**config.mk**
```make
export PLATFORM = sky130hd
export DESIGN_NAME = gnn_ctrl_top
export DESIGN_NICKNAME = d
export VERILOG_FILES = /design/src/design/gnn_ctrl_pkg.sv /design/src/design/command_fifo.sv /design/src/design/command_decoder.sv /design/src/design/task_station.sv /design/src/design/pe_array.sv /design/src/design/mem_bank_port.sv /design/src/design/gnn_ctrl_top.sv
export SDC_FILE = /design/constraint.sdc
export NUM_CORES = 1
export LEC_CHECK = 0
export BUFFER_PORTS_ARGS = -buffer_cell sky130_fd_sc_hd__clkbuf_2
export CAP_MARGIN = 40
export CELL_PAD_IN_SITES_DETAIL_PLACEMENT = 0
export CELL_PAD_IN_SITES_GLOBAL_PLACEMENT = 1
export CORE_ASPECT_RATIO = 1.75
export CORE_MARGIN = 1.5
export CORE_UTILIZATION = 45
export CTS_BUF_LIST = sky130_fd_sc_hd__clkbuf_2
export DETAILED_ROUTE_END_ITERATION = 10
export HOLD_SLACK_MARGIN = 0.03
export PLACE_DENSITY = 0.83
export RECOVER_POWER = 25
export SLEW_MARGIN = 10
export SYNTH_ARGS = -nofsm -noshare
export SYNTH_HDL_FRONTEND = slang
export SYNTH_SLANG_ARGS = --single-unit
export TNS_END_PERCENT = 100
```
**constraint.sdc**
```tcl
create_clock -name clk -period 3.7 [get_ports clk]
set_input_delay 0.37 -clock clk [delete_from_list [all_inputs] [get_ports clk]]
set_output_delay 0.37 -clock clk [all_outputs]
set_load 0.02 [all_outputs]
```
**src/design/gnn_ctrl_pkg.sv**
```systemverilog
package gnn_ctrl_pkg;

    // ----------------------------------------
    // Sizes
    // ----------------------------------------
    localparam int CMD_W           = 16;
    localparam int NUM_PE          = 4;
    localparam int MAX_REPLAY_ITER = 4;
    localparam int FIFO_DEPTH      = 8;
    localparam int STATION_DEPTH   = 4;
    localparam int NUM_FV_W        = 5;
    localparam int WB_W            = 4;

    localparam int ITER_W        = $clog2(MAX_REPLAY_ITER);
    localparam int FIFO_PTR_W    = $clog2(FIFO_DEPTH);
    localparam int STATION_PTR_W = $clog2(STATION_DEPTH);

    // Bank hold time and PE task time.
    localparam int BANK_BUSY_CYCLES = 4;
    localparam int PE_BASE_CYCLES   = 2;
    localparam int BUSY_CNT_W       = $clog2(BANK_BUSY_CYCLES + 1);
    localparam int PE_TIMER_W       = $clog2(PE_BASE_CYCLES + 4);

    // ----------------------------------------
    // Opcodes and decoder states
    // ----------------------------------------
    localparam logic [1:0] OP_TASK    = 2'b00;
    localparam logic [1:0] OP_REPLAY  = 2'b01;
    localparam logic [1:0] OP_NUM_FV  = 2'b10;
    localparam logic [1:0] OP_WEIGHTS = 2'b11;

    localparam logic [2:0] ST_IDLE          = 3'd0;
    localparam logic [2:0] ST_WAIT_GRANT    = 3'd1;
    localparam logic [2:0] ST_WAIT_REPLAY   = 3'd2;
    localparam logic [2:0] ST_WAIT_STREAM   = 3'd3;
    localparam logic [2:0] ST_WAIT_COMPLETE = 3'd4;

    // Same 16-bit word, read as a task or as a config update.
    typedef struct packed {
        logic [1:0] opcode;
        logic [3:0] iter_mask;
        logic [9:0] vertex_id;
    } task_view_t;

    typedef struct packed {
        logic [1:0] opcode;
        logic [8:0] reserved;
        logic [4:0] value;
    } config_view_t;

    typedef union packed {
        task_view_t   task_view;
        config_view_t config_view;
    } cmd_word_u;

endpackage

```
**src/design/command_fifo.sv**
```systemverilog
`timescale 1ns/1ps

module command_fifo (
    input  logic                           clk,
    input  logic                           reset,
    input  logic                           cmd_valid,
    input  logic [gnn_ctrl_pkg::CMD_W-1:0] cmd_word,
    output logic                           cmd_ready,
    input  logic                           fifo_stall,
    output logic                           head_valid,
    output logic [gnn_ctrl_pkg::CMD_W-1:0] head_word
);

    logic [gnn_ctrl_pkg::CMD_W-1:0]      mem [gnn_ctrl_pkg::FIFO_DEPTH];
    logic [gnn_ctrl_pkg::FIFO_PTR_W-1:0] rd_ptr;
    logic [gnn_ctrl_pkg::FIFO_PTR_W-1:0] wr_ptr;
    logic [gnn_ctrl_pkg::FIFO_PTR_W:0]   count;
    logic                                push;
    logic                                pop;

    assign cmd_ready  = (count != gnn_ctrl_pkg::FIFO_DEPTH);
    assign head_valid = (count != '0);
    // Show-ahead read.
    assign head_word  = mem[rd_ptr];

    assign push = cmd_valid && cmd_ready;
    assign pop  = head_valid && !fifo_stall;

    always_ff @(posedge clk) begin
        if (push) begin
            mem[wr_ptr] <= cmd_word;
        end
    end

    // ----------------------------------------
    // Pointers and occupancy
    // ----------------------------------------
    always_ff @(posedge clk) begin
        if (reset) begin
            rd_ptr <= '0;
            wr_ptr <= '0;
            count  <= '0;
        end else begin
            if (push) begin
                wr_ptr <= wr_ptr + 1'b1;
            end
            if (pop) begin
                rd_ptr <= rd_ptr + 1'b1;
            end
            case ({push, pop})
                2'b10:   count <= count + 1'b1;
                2'b01:   count <= count - 1'b1;
                default: count <= count;
            endcase
        end
    end

endmodule

```
**src/design/command_decoder.sv**
```systemverilog
`timescale 1ns/1ps

module command_decoder (
    input  logic                                  clk,
    input  logic                                  reset,
    input  logic                                  head_valid,
    input  logic [gnn_ctrl_pkg::CMD_W-1:0]        head_word,
    input  logic                                  station_full,
    input  logic                                  station_empty,
    input  logic [gnn_ctrl_pkg::NUM_PE-1:0]       pe_idle,
    input  logic                                  grant,
    input  logic                                  bank_busy,
    input  logic                                  stream_end,
    input  logic                                  vertex_done,
    output logic                                  fifo_stall,
    output logic                                  task_valid,
    output logic [gnn_ctrl_pkg::CMD_W-1:0]        task_word,
    output logic                                  req,
    output logic                                  mem_valid,
    output logic [gnn_ctrl_pkg::CMD_W-1:0]        mem_word,
    output logic [gnn_ctrl_pkg::ITER_W-1:0]       replay_iter,
    output logic [gnn_ctrl_pkg::NUM_FV_W-1:0]     num_fv,
    output logic [gnn_ctrl_pkg::WB_W-1:0]         weights_boundary,
    output logic                                  cntl_done,
    output logic                                  task_complete
);

    gnn_ctrl_pkg::cmd_word_u                 cmd;
    logic [2:0]                              state;
    logic [2:0]                              next_state;
    logic [gnn_ctrl_pkg::CMD_W-1:0]          held_word;
    logic [gnn_ctrl_pkg::CMD_W-1:0]          next_held;
    logic [gnn_ctrl_pkg::ITER_W-1:0]         next_iter;
    logic [gnn_ctrl_pkg::NUM_FV_W-1:0]       next_num_fv;
    logic [gnn_ctrl_pkg::WB_W-1:0]           next_wb;
    logic                                    engine_drained;

    assign cmd            = head_word;
    assign task_word      = head_word;
    assign mem_word       = held_word;
    assign engine_drained = station_empty && (&pe_idle) && !bank_busy;

    // ----------------------------------------
    // Dispatch and wait states
    // ----------------------------------------
    always_comb begin
        next_state    = state;
        next_held     = held_word;
        next_iter     = replay_iter;
        next_num_fv   = num_fv;
        next_wb       = weights_boundary;
        fifo_stall    = 1'b1;
        task_valid    = 1'b0;
        req           = 1'b0;
        mem_valid     = 1'b0;
        cntl_done     = 1'b0;
        task_complete = 1'b0;

        case (state)
            gnn_ctrl_pkg::ST_IDLE: begin
                // Every word leaves the FIFO in the cycle it is dispatched.
                fifo_stall = station_full;
                if (head_valid && !station_full) begin
                    case (cmd.task_view.opcode)
                        gnn_ctrl_pkg::OP_TASK: begin
                            if (cmd.task_view.iter_mask[replay_iter]) begin
                                task_valid = 1'b1;
                            end else begin
                                req        = 1'b1;
                                next_held  = head_word;
                                next_state = gnn_ctrl_pkg::ST_WAIT_GRANT;
                            end
                        end
                        gnn_ctrl_pkg::OP_REPLAY: begin
                            next_held  = head_word;
                            next_state = gnn_ctrl_pkg::ST_WAIT_REPLAY;
                        end
                        gnn_ctrl_pkg::OP_NUM_FV: begin
                            next_num_fv = cmd.config_view.value;
                        end
                        default: begin
                            next_wb    = cmd.config_view.value[gnn_ctrl_pkg::WB_W-1:0];
                            next_state = gnn_ctrl_pkg::ST_WAIT_STREAM;
                        end
                    endcase
                end
            end

            gnn_ctrl_pkg::ST_WAIT_GRANT: begin
                if (grant) begin
                    mem_valid  = 1'b1;
                    next_state = gnn_ctrl_pkg::ST_IDLE;
                end else begin
                    req = 1'b1;
                end
            end

            gnn_ctrl_pkg::ST_WAIT_REPLAY: begin
                if (engine_drained) begin
                    if (replay_iter == gnn_ctrl_pkg::ITER_W'(gnn_ctrl_pkg::MAX_REPLAY_ITER - 1)) begin
                        cntl_done  = 1'b1;
                        next_state = gnn_ctrl_pkg::ST_WAIT_COMPLETE;
                    end else begin
                        // Replay the stream once more.
                        mem_valid  = 1'b1;
                        next_iter  = replay_iter + 1'b1;
                        next_state = gnn_ctrl_pkg::ST_WAIT_STREAM;
                    end
                end
            end

            gnn_ctrl_pkg::ST_WAIT_STREAM: begin
                if (stream_end) begin
                    next_state = gnn_ctrl_pkg::ST_IDLE;
                end
            end

            gnn_ctrl_pkg::ST_WAIT_COMPLETE: begin
                if (vertex_done) begin
                    task_complete = 1'b1;
                    // Next job starts again at iteration zero.
                    next_iter     = '0;
                    next_state    = gnn_ctrl_pkg::ST_IDLE;
                end
            end

            default: begin
                next_state = gnn_ctrl_pkg::ST_IDLE;
            end
        endcase
    end

    // ----------------------------------------
    // State registers
    // ----------------------------------------
    always_ff @(posedge clk) begin
        if (reset) begin
            state            <= gnn_ctrl_pkg::ST_IDLE;
            replay_iter      <= '0;
            num_fv           <= '0;
            weights_boundary <= '0;
        end else begin
            state            <= next_state;
            replay_iter      <= next_iter;
            num_fv           <= next_num_fv;
            weights_boundary <= next_wb;
        end
    end

    // Load or replay word held for the memory port.
    always_ff @(posedge clk) begin
        held_word <= next_held;
    end

endmodule

```
**src/design/task_station.sv**
```systemverilog
`timescale 1ns/1ps

module task_station (
    input  logic                            clk,
    input  logic                            reset,
    input  logic                            task_valid,
    input  logic [gnn_ctrl_pkg::CMD_W-1:0]  task_word,
    output logic                            station_full,
    output logic                            station_empty,
    input  logic [gnn_ctrl_pkg::NUM_PE-1:0] pe_idle,
    output logic [gnn_ctrl_pkg::NUM_PE-1:0] pe_start,
    output logic [gnn_ctrl_pkg::CMD_W-1:0]  pe_task
);

    logic [gnn_ctrl_pkg::CMD_W-1:0]         entry [gnn_ctrl_pkg::STATION_DEPTH];
    logic [gnn_ctrl_pkg::STATION_PTR_W-1:0] head_ptr;
    logic [gnn_ctrl_pkg::STATION_PTR_W-1:0] tail_ptr;
    logic [gnn_ctrl_pkg::STATION_PTR_W:0]   count;
    logic [gnn_ctrl_pkg::NUM_PE-1:0]        lowest_idle;
    logic                                   issue;

    assign station_full  = (count == gnn_ctrl_pkg::STATION_DEPTH);
    assign station_empty = (count == '0);

    // Isolate the lowest set bit of the idle mask.
    assign lowest_idle = pe_idle & (~pe_idle + 1'b1);
    assign issue       = !station_empty && (pe_idle != '0);
    assign pe_start    = issue ? lowest_idle : '0;
    assign pe_task     = entry[head_ptr];

    always_ff @(posedge clk) begin
        if (task_valid) begin
            entry[tail_ptr] <= task_word;
        end
    end

    // ----------------------------------------
    // Queue control
    // ----------------------------------------
    always_ff @(posedge clk) begin
        if (reset) begin
            head_ptr <= '0;
            tail_ptr <= '0;
            count    <= '0;
        end else begin
            if (task_valid) begin
                tail_ptr <= tail_ptr + 1'b1;
            end
            if (issue) begin
                head_ptr <= head_ptr + 1'b1;
            end
            case ({task_valid, issue})
                2'b10:   count <= count + 1'b1;
                2'b01:   count <= count - 1'b1;
                default: count <= count;
            endcase
        end
    end

endmodule

```
**src/design/pe_array.sv**
```systemverilog
`timescale 1ns/1ps

module pe_array (
    input  logic                            clk,
    input  logic                            reset,
    input  logic [gnn_ctrl_pkg::NUM_PE-1:0] pe_start,
    input  logic [gnn_ctrl_pkg::CMD_W-1:0]  pe_task,
    output logic [gnn_ctrl_pkg::NUM_PE-1:0] pe_idle
);

    logic [gnn_ctrl_pkg::PE_TIMER_W-1:0] timer [gnn_ctrl_pkg::NUM_PE];

    // Task time grows with the low bits of the vertex id.
    always_ff @(posedge clk) begin
        if (reset) begin
            for (int i = 0; i < gnn_ctrl_pkg::NUM_PE; i++) begin
                timer[i] <= '0;
            end
        end else begin
            for (int i = 0; i < gnn_ctrl_pkg::NUM_PE; i++) begin
                if (pe_start[i]) begin
                    timer[i] <= gnn_ctrl_pkg::PE_TIMER_W'(gnn_ctrl_pkg::PE_BASE_CYCLES)
                              + gnn_ctrl_pkg::PE_TIMER_W'(pe_task[1:0]);
                end else if (timer[i] != '0) begin
                    timer[i] <= timer[i] - 1'b1;
                end
            end
        end
    end

    always_comb begin
        for (int i = 0; i < gnn_ctrl_pkg::NUM_PE; i++) begin
            pe_idle[i] = (timer[i] == '0);
        end
    end

endmodule

```
**src/design/mem_bank_port.sv**
```systemverilog
`timescale 1ns/1ps

module mem_bank_port (
    input  logic clk,
    input  logic reset,
    input  logic req,
    output logic grant,
    input  logic mem_valid,
    output logic bank_busy
);

    logic [gnn_ctrl_pkg::BUSY_CNT_W-1:0] busy_cnt;

    assign bank_busy = (busy_cnt != '0);

    // ----------------------------------------
    // Grant
    // ----------------------------------------
    // One-cycle grant, never back to back, only on a free bank.
    always_ff @(posedge clk) begin
        if (reset) begin
            grant <= 1'b0;
        end else begin
            grant <= req && !grant && !bank_busy;
        end
    end

    // ----------------------------------------
    // Busy window
    // ----------------------------------------
    // Loads and replay packets both occupy the bank.
    always_ff @(posedge clk) begin
        if (reset) begin
            busy_cnt <= '0;
        end else if (mem_valid) begin
            busy_cnt <= gnn_ctrl_pkg::BUSY_CNT_W'(gnn_ctrl_pkg::BANK_BUSY_CYCLES);
        end else if (bank_busy) begin
            busy_cnt <= busy_cnt - 1'b1;
        end
    end

endmodule

```
**src/design/gnn_ctrl_top.sv**
```systemverilog
`timescale 1ns/1ps

module gnn_ctrl_top (
    input  logic                                  clk,
    input  logic                                  reset,
    input  logic                                  cmd_valid,
    input  logic [gnn_ctrl_pkg::CMD_W-1:0]        cmd_word,
    output logic                                  cmd_ready,
    input  logic                                  stream_end,
    input  logic                                  vertex_done,
    output logic                                  issue_valid,
    output logic [gnn_ctrl_pkg::CMD_W-1:0]        issue_word,
    output logic                                  mem_valid,
    output logic [gnn_ctrl_pkg::CMD_W-1:0]        mem_word,
    output logic [gnn_ctrl_pkg::ITER_W-1:0]       replay_iter,
    output logic [gnn_ctrl_pkg::NUM_FV_W-1:0]     num_fv,
    output logic [gnn_ctrl_pkg::WB_W-1:0]         weights_boundary,
    output logic                                  cntl_done,
    output logic                                  task_complete
);

    logic                            head_valid;
    logic [gnn_ctrl_pkg::CMD_W-1:0]  head_word;
    logic                            fifo_stall;
    logic                            task_valid;
    logic [gnn_ctrl_pkg::CMD_W-1:0]  task_word;
    logic                            station_full;
    logic                            station_empty;
    logic [gnn_ctrl_pkg::NUM_PE-1:0] pe_idle;
    logic [gnn_ctrl_pkg::NUM_PE-1:0] pe_start;
    logic [gnn_ctrl_pkg::CMD_W-1:0]  pe_task;
    logic                            req;
    logic                            grant;
    logic                            bank_busy;

    // Any PE start is an issue.
    assign issue_valid = |pe_start;
    assign issue_word  = pe_task;

    command_fifo fifo_i (
        .clk        (clk),
        .reset      (reset),
        .cmd_valid  (cmd_valid),
        .cmd_word   (cmd_word),
        .cmd_ready  (cmd_ready),
        .fifo_stall (fifo_stall),
        .head_valid (head_valid),
        .head_word  (head_word)
    );

    command_decoder decoder_i (
        .clk              (clk),
        .reset            (reset),
        .head_valid       (head_valid),
        .head_word        (head_word),
        .station_full     (station_full),
        .station_empty    (station_empty),
        .pe_idle          (pe_idle),
        .grant            (grant),
        .bank_busy        (bank_busy),
        .stream_end       (stream_end),
        .vertex_done      (vertex_done),
        .fifo_stall       (fifo_stall),
        .task_valid       (task_valid),
        .task_word        (task_word),
        .req              (req),
        .mem_valid        (mem_valid),
        .mem_word         (mem_word),
        .replay_iter      (replay_iter),
        .num_fv           (num_fv),
        .weights_boundary (weights_boundary),
        .cntl_done        (cntl_done),
        .task_complete    (task_complete)
    );

    task_station station_i (
        .clk           (clk),
        .reset         (reset),
        .task_valid    (task_valid),
        .task_word     (task_word),
        .station_full  (station_full),
        .station_empty (station_empty),
        .pe_idle       (pe_idle),
        .pe_start      (pe_start),
        .pe_task       (pe_task)
    );

    pe_array pe_i (
        .clk      (clk),
        .reset    (reset),
        .pe_start (pe_start),
        .pe_task  (pe_task),
        .pe_idle  (pe_idle)
    );

    mem_bank_port bank_i (
        .clk       (clk),
        .reset     (reset),
        .req       (req),
        .grant     (grant),
        .mem_valid (mem_valid),
        .bank_busy (bank_busy)
    );

endmodule

```
# Yosys cells after proc, flatten, opt, wreduce, memory -nomap -nowiden
# Memories as Yosys holds them, arrays and structs flattened. A register that Yosys moved wholly into a read port is not among the register bits.
# Index checks and enable logic that the tools add are counted.
word_totals:
  reg_bits: 51
  ramBits: 204
  inputBits: 21
  output_inout_bits: 48
  memories: 3
memory_table:
  columns: ["name", "words", "width", "rd", "rd_ports_with_merged_regs", "wr", "line", "rtl"]
  rows:
  - ["fifo_i.mem", 8, 16, 1, 1, 1, "command_fifo.sv:14", "logic [gnn_ctrl_pkg::CMD_W-1:0] mem [gnn_ctrl_pkg::FIFO_DEPTH];"]
  - ["station_i.entry", 4, 16, 1, 1, 1, "task_station.sv:15", "logic [gnn_ctrl_pkg::CMD_W-1:0] entry [gnn_ctrl_pkg::STATION_DEPTH];"]
  - ["pe_i.timer", 4, 3, 4, 0, 4, "pe_array.sv:11", "logic [gnn_ctrl_pkg::PE_TIMER_W-1:0] timer [gnn_ctrl_pkg::NUM_PE];"]
classes:
  addsub: 16
  n_lt_le_gt_ge: 1
  n_eq_ne: 22
  muxes: 87
  bitwise: 11
  reduce_logical: 41
op_table:
  columns: ["op", "n"]
  rows:
  - ["two-way mux 3 bit", 19]
  - ["two-way mux 1 bit", 52]
  - ["case mux 16 bit (2 select lines)", 1]
  - ["logical NOT 3 bit", 6]
  - ["subtractor 3 x 1 -> 3 bit, second input constant", 6]
  - ["two-way mux 16 bit", 1]
  - ["case mux 3 bit (5 select lines)", 1]
  - ["nonzero test 3 bit", 5]
  - ["AND reduction 4 bit", 3]
  - ["two-way mux 2 bit", 5]
  - ["inequality test 2 bit, second input constant", 5]
  - ["nonzero test 2 bit", 5]
  - ["adder 3 x 1 -> 3 bit, second input constant", 3]
  - ["case mux 3 bit (3 select lines)", 1]
  - ["adder 4 x 1 -> 4 bit, second input constant", 2]
  - ["equality test 2 bit, second input constant", 4]
  - ["logical AND 1 bit", 8]
  - ["OR 1 bit", 8]
  - ["case mux 4 bit (2 select lines)", 1]
  - ["nonzero test 4 bit", 2]
  - ["AND reduction 7 bit", 1]
  - ["adder 2 x 1 -> 2 bit, second input constant", 3]
  - ["equality test 2 x 1 -> 1 bit, second input constant", 3]
  - ["equality test 3 x 2 -> 1 bit, second input constant", 2]
  - ["22 further kinds", 31]

# Longest topological paths before layout
logic_depth:
  depth_word: 10
  depth_mapped: 15
  mapped_depth_nobuf: 12

# Modules after synthesis
# Synthesis repeated with hierarchy kept, for this count alone.
hier_totals:
  hier_cells: 616
  hier_area_um2: 10735.3
modules_own_cells:
  columns: ["module", "instances", "cells_each", "area_each_um2", "seq_area_each_um2"]
  rows:
  - ["command_fifo", 1, 260, 5567.8, 4103.9]
  - ["task_station", 1, 140, 2832.7, 2102.0]
  - ["command_decoder", 1, 120, 1388.8, 760.7]
  - ["pe_array", 1, 74, 739.5, 360.3]
  - ["mem_bank_port", 1, 21, 198.9, 80.1]
  - ["gnn_ctrl_top", 1, 1, 7.5, 0.0]

# Least setup slack after synthesis
# Ideal clock, no wire load.
synth_timing:
  path_type: "register to register"
  from: "register with a tool-made name"
  to: "register decoder_i.held_word, in the netlist decoder_i.mem_word[0] (enable)"
  setup_time_ps: 414
  arrival_time_ps: 3248
  required_ps: 3286
  setup_slack_ps: 38
  stages_incl_launch_ff: 8
  path_buffers: 2
  synth_period_minus_slack_ps: 3662
  cell_sequence: "dfxtp_1 -> buf_6 -> mux2_2 -> mux4_2 -> a22o_1 -> a211o_1 -> buf_6 -> a211oi_1"
synth_lines:
  columns: ["element", "line", "rtl"]
  rows:
  - ["end signal, assigned", "command_decoder.sv:152", "held_word <= next_held;"]
  - ["end, declared", "command_decoder.sv:31", "logic [gnn_ctrl_pkg::CMD_W-1:0] held_word;"]

==> impl_metrics.env <==
export IMPL_whs_ns=0.227
export IMPL_maxCapViolations=0
export IMPL_worstPathArrival_ns=4.15
export IMPL_grt_setup_unrepaired="false"
export IMPL_clock_latency_ns=0.81
export IMPL_ys_flop_type="edfxtp_1"
export IMPL_dr_first_iter_drc_count=360
export IMPL_ir_worst_vdd_mv=0.226
export IMPL_fin_crit_sh=0.923
export IMPL_yosys_warnings=0
export IMPL_ys_top_cells_by_area="edfxtp_1, mux4_2, dfxtp_1, ha_1, nor2_1"
export IMPL_worstPathMaxFanout=13
export IMPL_grt_pass1_wl_um=33400
export IMPL_total_power_uw=8320
export IMPL_syn_nets=730
export IMPL_root_buffer="clkbuf_2"
export IMPL_layout_common_cells="edfxtp_1, clkbuf_2, nor2_1"
export IMPL_cts_sinks=260
export IMPL_drt_wl_total_um=21000
export IMPL_cp_end_kind="flip-flop"
export IMPL_worstSetupPathType="reg2reg"
export IMPL_route_detailed_wl_per_inst_um=18.0
export IMPL_syn_avg_cell_area_um2=15.7
export IMPL_hold_class="in2reg"
export IMPL_cts_htree_levels=2
export IMPL_grt_use_total=0.174
export IMPL_place_gp_congestion=0.800
export IMPL_maxSlewHeadroom=0.448
export IMPL_cts_made_buffers=54
export IMPL_leakage_uw=0.00440
export IMPL_synth_edff_count=220
export IMPL_drc=0
export IMPL_ios=69
export IMPL_post_cts_buffers=0
export IMPL_fin_tns_setup_ns=0
export IMPL_syn_inst=685
export IMPL_fin_crit_ns=3.41
export IMPL_status="completed"
export IMPL_die_h_um=207
export IMPL_pwr_density_cell_nw_per_um2=683
export IMPL_fmax_mhz=293
export IMPL_startpoint_type="flip-flop"
export IMPL_synth_seq_cells=260
export IMPL_num_vias=6118
export IMPL_synthesis_area_um2=10700
export IMPL_yosys_area_top_type="edfxtp_1"
export IMPL_final_nets=866
export IMPL_fill_cells=1977
export IMPL_postPlaceCellArea_um2=11500
export IMPL_place_hpwl_um=14200
export IMPL_design_area_um2=12200
export IMPL_die_area_um2=24800
export IMPL_critPathRequiredTime_ns=4.43
export IMPL_die_width_um=120
export IMPL_hold_viol=0
export IMPL_drive_gt1_frac=0.271
export IMPL_detail_route_antenna_nets=0
export IMPL_mostFrequentLayoutCell="edfxtp_1"
export IMPL_ys_types=60
export IMPL_yosysSeqAreaShare=0.691
export IMPL_cts_tree="yes"
export IMPL_syn_to_final_growth_pct=13.5
export IMPL_fin_skew_ns=0.0483
export IMPL_synth_top_cell_area_share=0.616
export IMPL_avgViaCountPerCell=5.24
export IMPL_start_util=0.460
export IMPL_grt_ovfl_total=0
export IMPL_async_reset_ff_frac=0
export IMPL_clk_path_buf_depth=3
export IMPL_grt_max_degree=38
export IMPL_coreArea_um2=23300
export IMPL_antenna_found_initial=1
export IMPL_tightest_slew_ns=0.827
export IMPL_grt_pass1_vias=6440
export IMPL_finalSetupViolCount=0
export IMPL_port_buffers=68
export IMPL_cts_clk_slew_worst_paths_ns=0.11
export IMPL_slew_violations=0
export IMPL_row_count=74
export IMPL_drt_pass1_iterations=5
## report_power, final
part	leakage (µW)	internal, µW	total (µW)	switching [µW]
clock	0.000370	592	1610	1020
sequential	0.00235	3690	3910	224
combinational	0.00169	1130	2790	1650
## final timing paths
kind	slack (ns)	end	cells past startpoint	start
worst max-delay path	0.29	station_i.count[2]	13	flip-flop
worst min-delay path	0.23	station_i.count[0]	2	reset
worst max register to register	0.29	station_i.count[2]	13	flip-flop
worst min register to register	0.50	fifo_i.wr_ptr[0]	2	fifo_i.wr_ptr[0]
## critical path, stage by stage (launching register included)
cell     delay [ns]
dfxtp_4        0.46
buf_4          0.21
mux2_2         0.34
mux4_2         0.48
and3_1         0.20
a211o_1        0.24
and2_4         0.15
inv_1          0.05
ha_1           0.18
inv_1          0.06
fa_1           0.38
xor2_1         0.16
or3_1          0.31
a21oi_1        0.15
## metrics by stage
stage | cells | setup slack (ns) | util
after floorplan | 685 | 0.0380 | -
after global placement | 1050 | 0.281 | 0.494
after detailed placement | 1051 | 0.204 | 0.494
after CTS | 1166 | 0.0762 | 0.522
after global routing | 1167 | 0.0940 | 0.522
final | 1167 | 0.287 | 0.522
## cell type report
type,count,area [µm²],share of cell area
inverter,34,128,0.0105
multi-input combinational,361,3080,0.253
tap,304,380,0.0312
sequential,260,7410,0.609
timing repair buffer,110,701,0.0576
clock inverter,14,57.6,0.00473
clock buffer,83,415,0.0341
antenna,1,2.50,0.000206
## kinds of logic after synthesis
| logic type | Yosys count | share of synthesized area |
|---|---|---|
| DFF | 260 | 0.691 |
| and+or+nand+nor | 192 | 0.0887 |
| muxes | 70 | 0.116 |
| buffers and inverters | 64 | 0.0247 |
| AOI/OAI and AO/OA | 63 | 0.0403 |
| adders and majority gates | 24 | 0.0294 |
| xor gates and xnor gates | 12 | 0.00980 |
## timing repair
item                       in CTS  in global routing
hold buffers                   18                  0
setup endpoints to repair       0                  2
resized for setup               0                  2
hold endpoints to repair      132                  0
## flip-flops by register name, indices dropped and copies added (netlist names), 4 cells and up, named ones only
signal / cells
decoder_i.mem_word: 16
decoder_i.weights_boundary: 4
fifo_i.mem: 128
station_i.entry: 64
pe_i.timer: 12
decoder_i.num_fv: 5
fifo_i.count: 4
## per-layer routing
metal	share of wire	up-vias	wire, µm	global-route usage
met4	0.028	0	588	0.0727
li1	-	2903	-	-
met3	0.038	46	802	0.0277
met1	0.37	3005	7680	0.182
met5	0	-	0	0
met2	0.57	164	11900	0.337
## cells in the mapped netlist, drive strengths merged, types with 5 or more instances
library cell / instances
inv: 34
edfxtp: 220
nor4: 5
dfxtp: 40
mux4: 42
and3: 8
a31oi: 7
nand2: 43
or3: 5
a21oi: 21
buf: 11
ha: 22
xor2: 9
nor2: 67
nand3: 7
nor2b: 15
mux2: 15
nor3: 15
clkbuf: 19
nand2b: 8
mux2i: 13
Power figures use the tool's default switching activity.
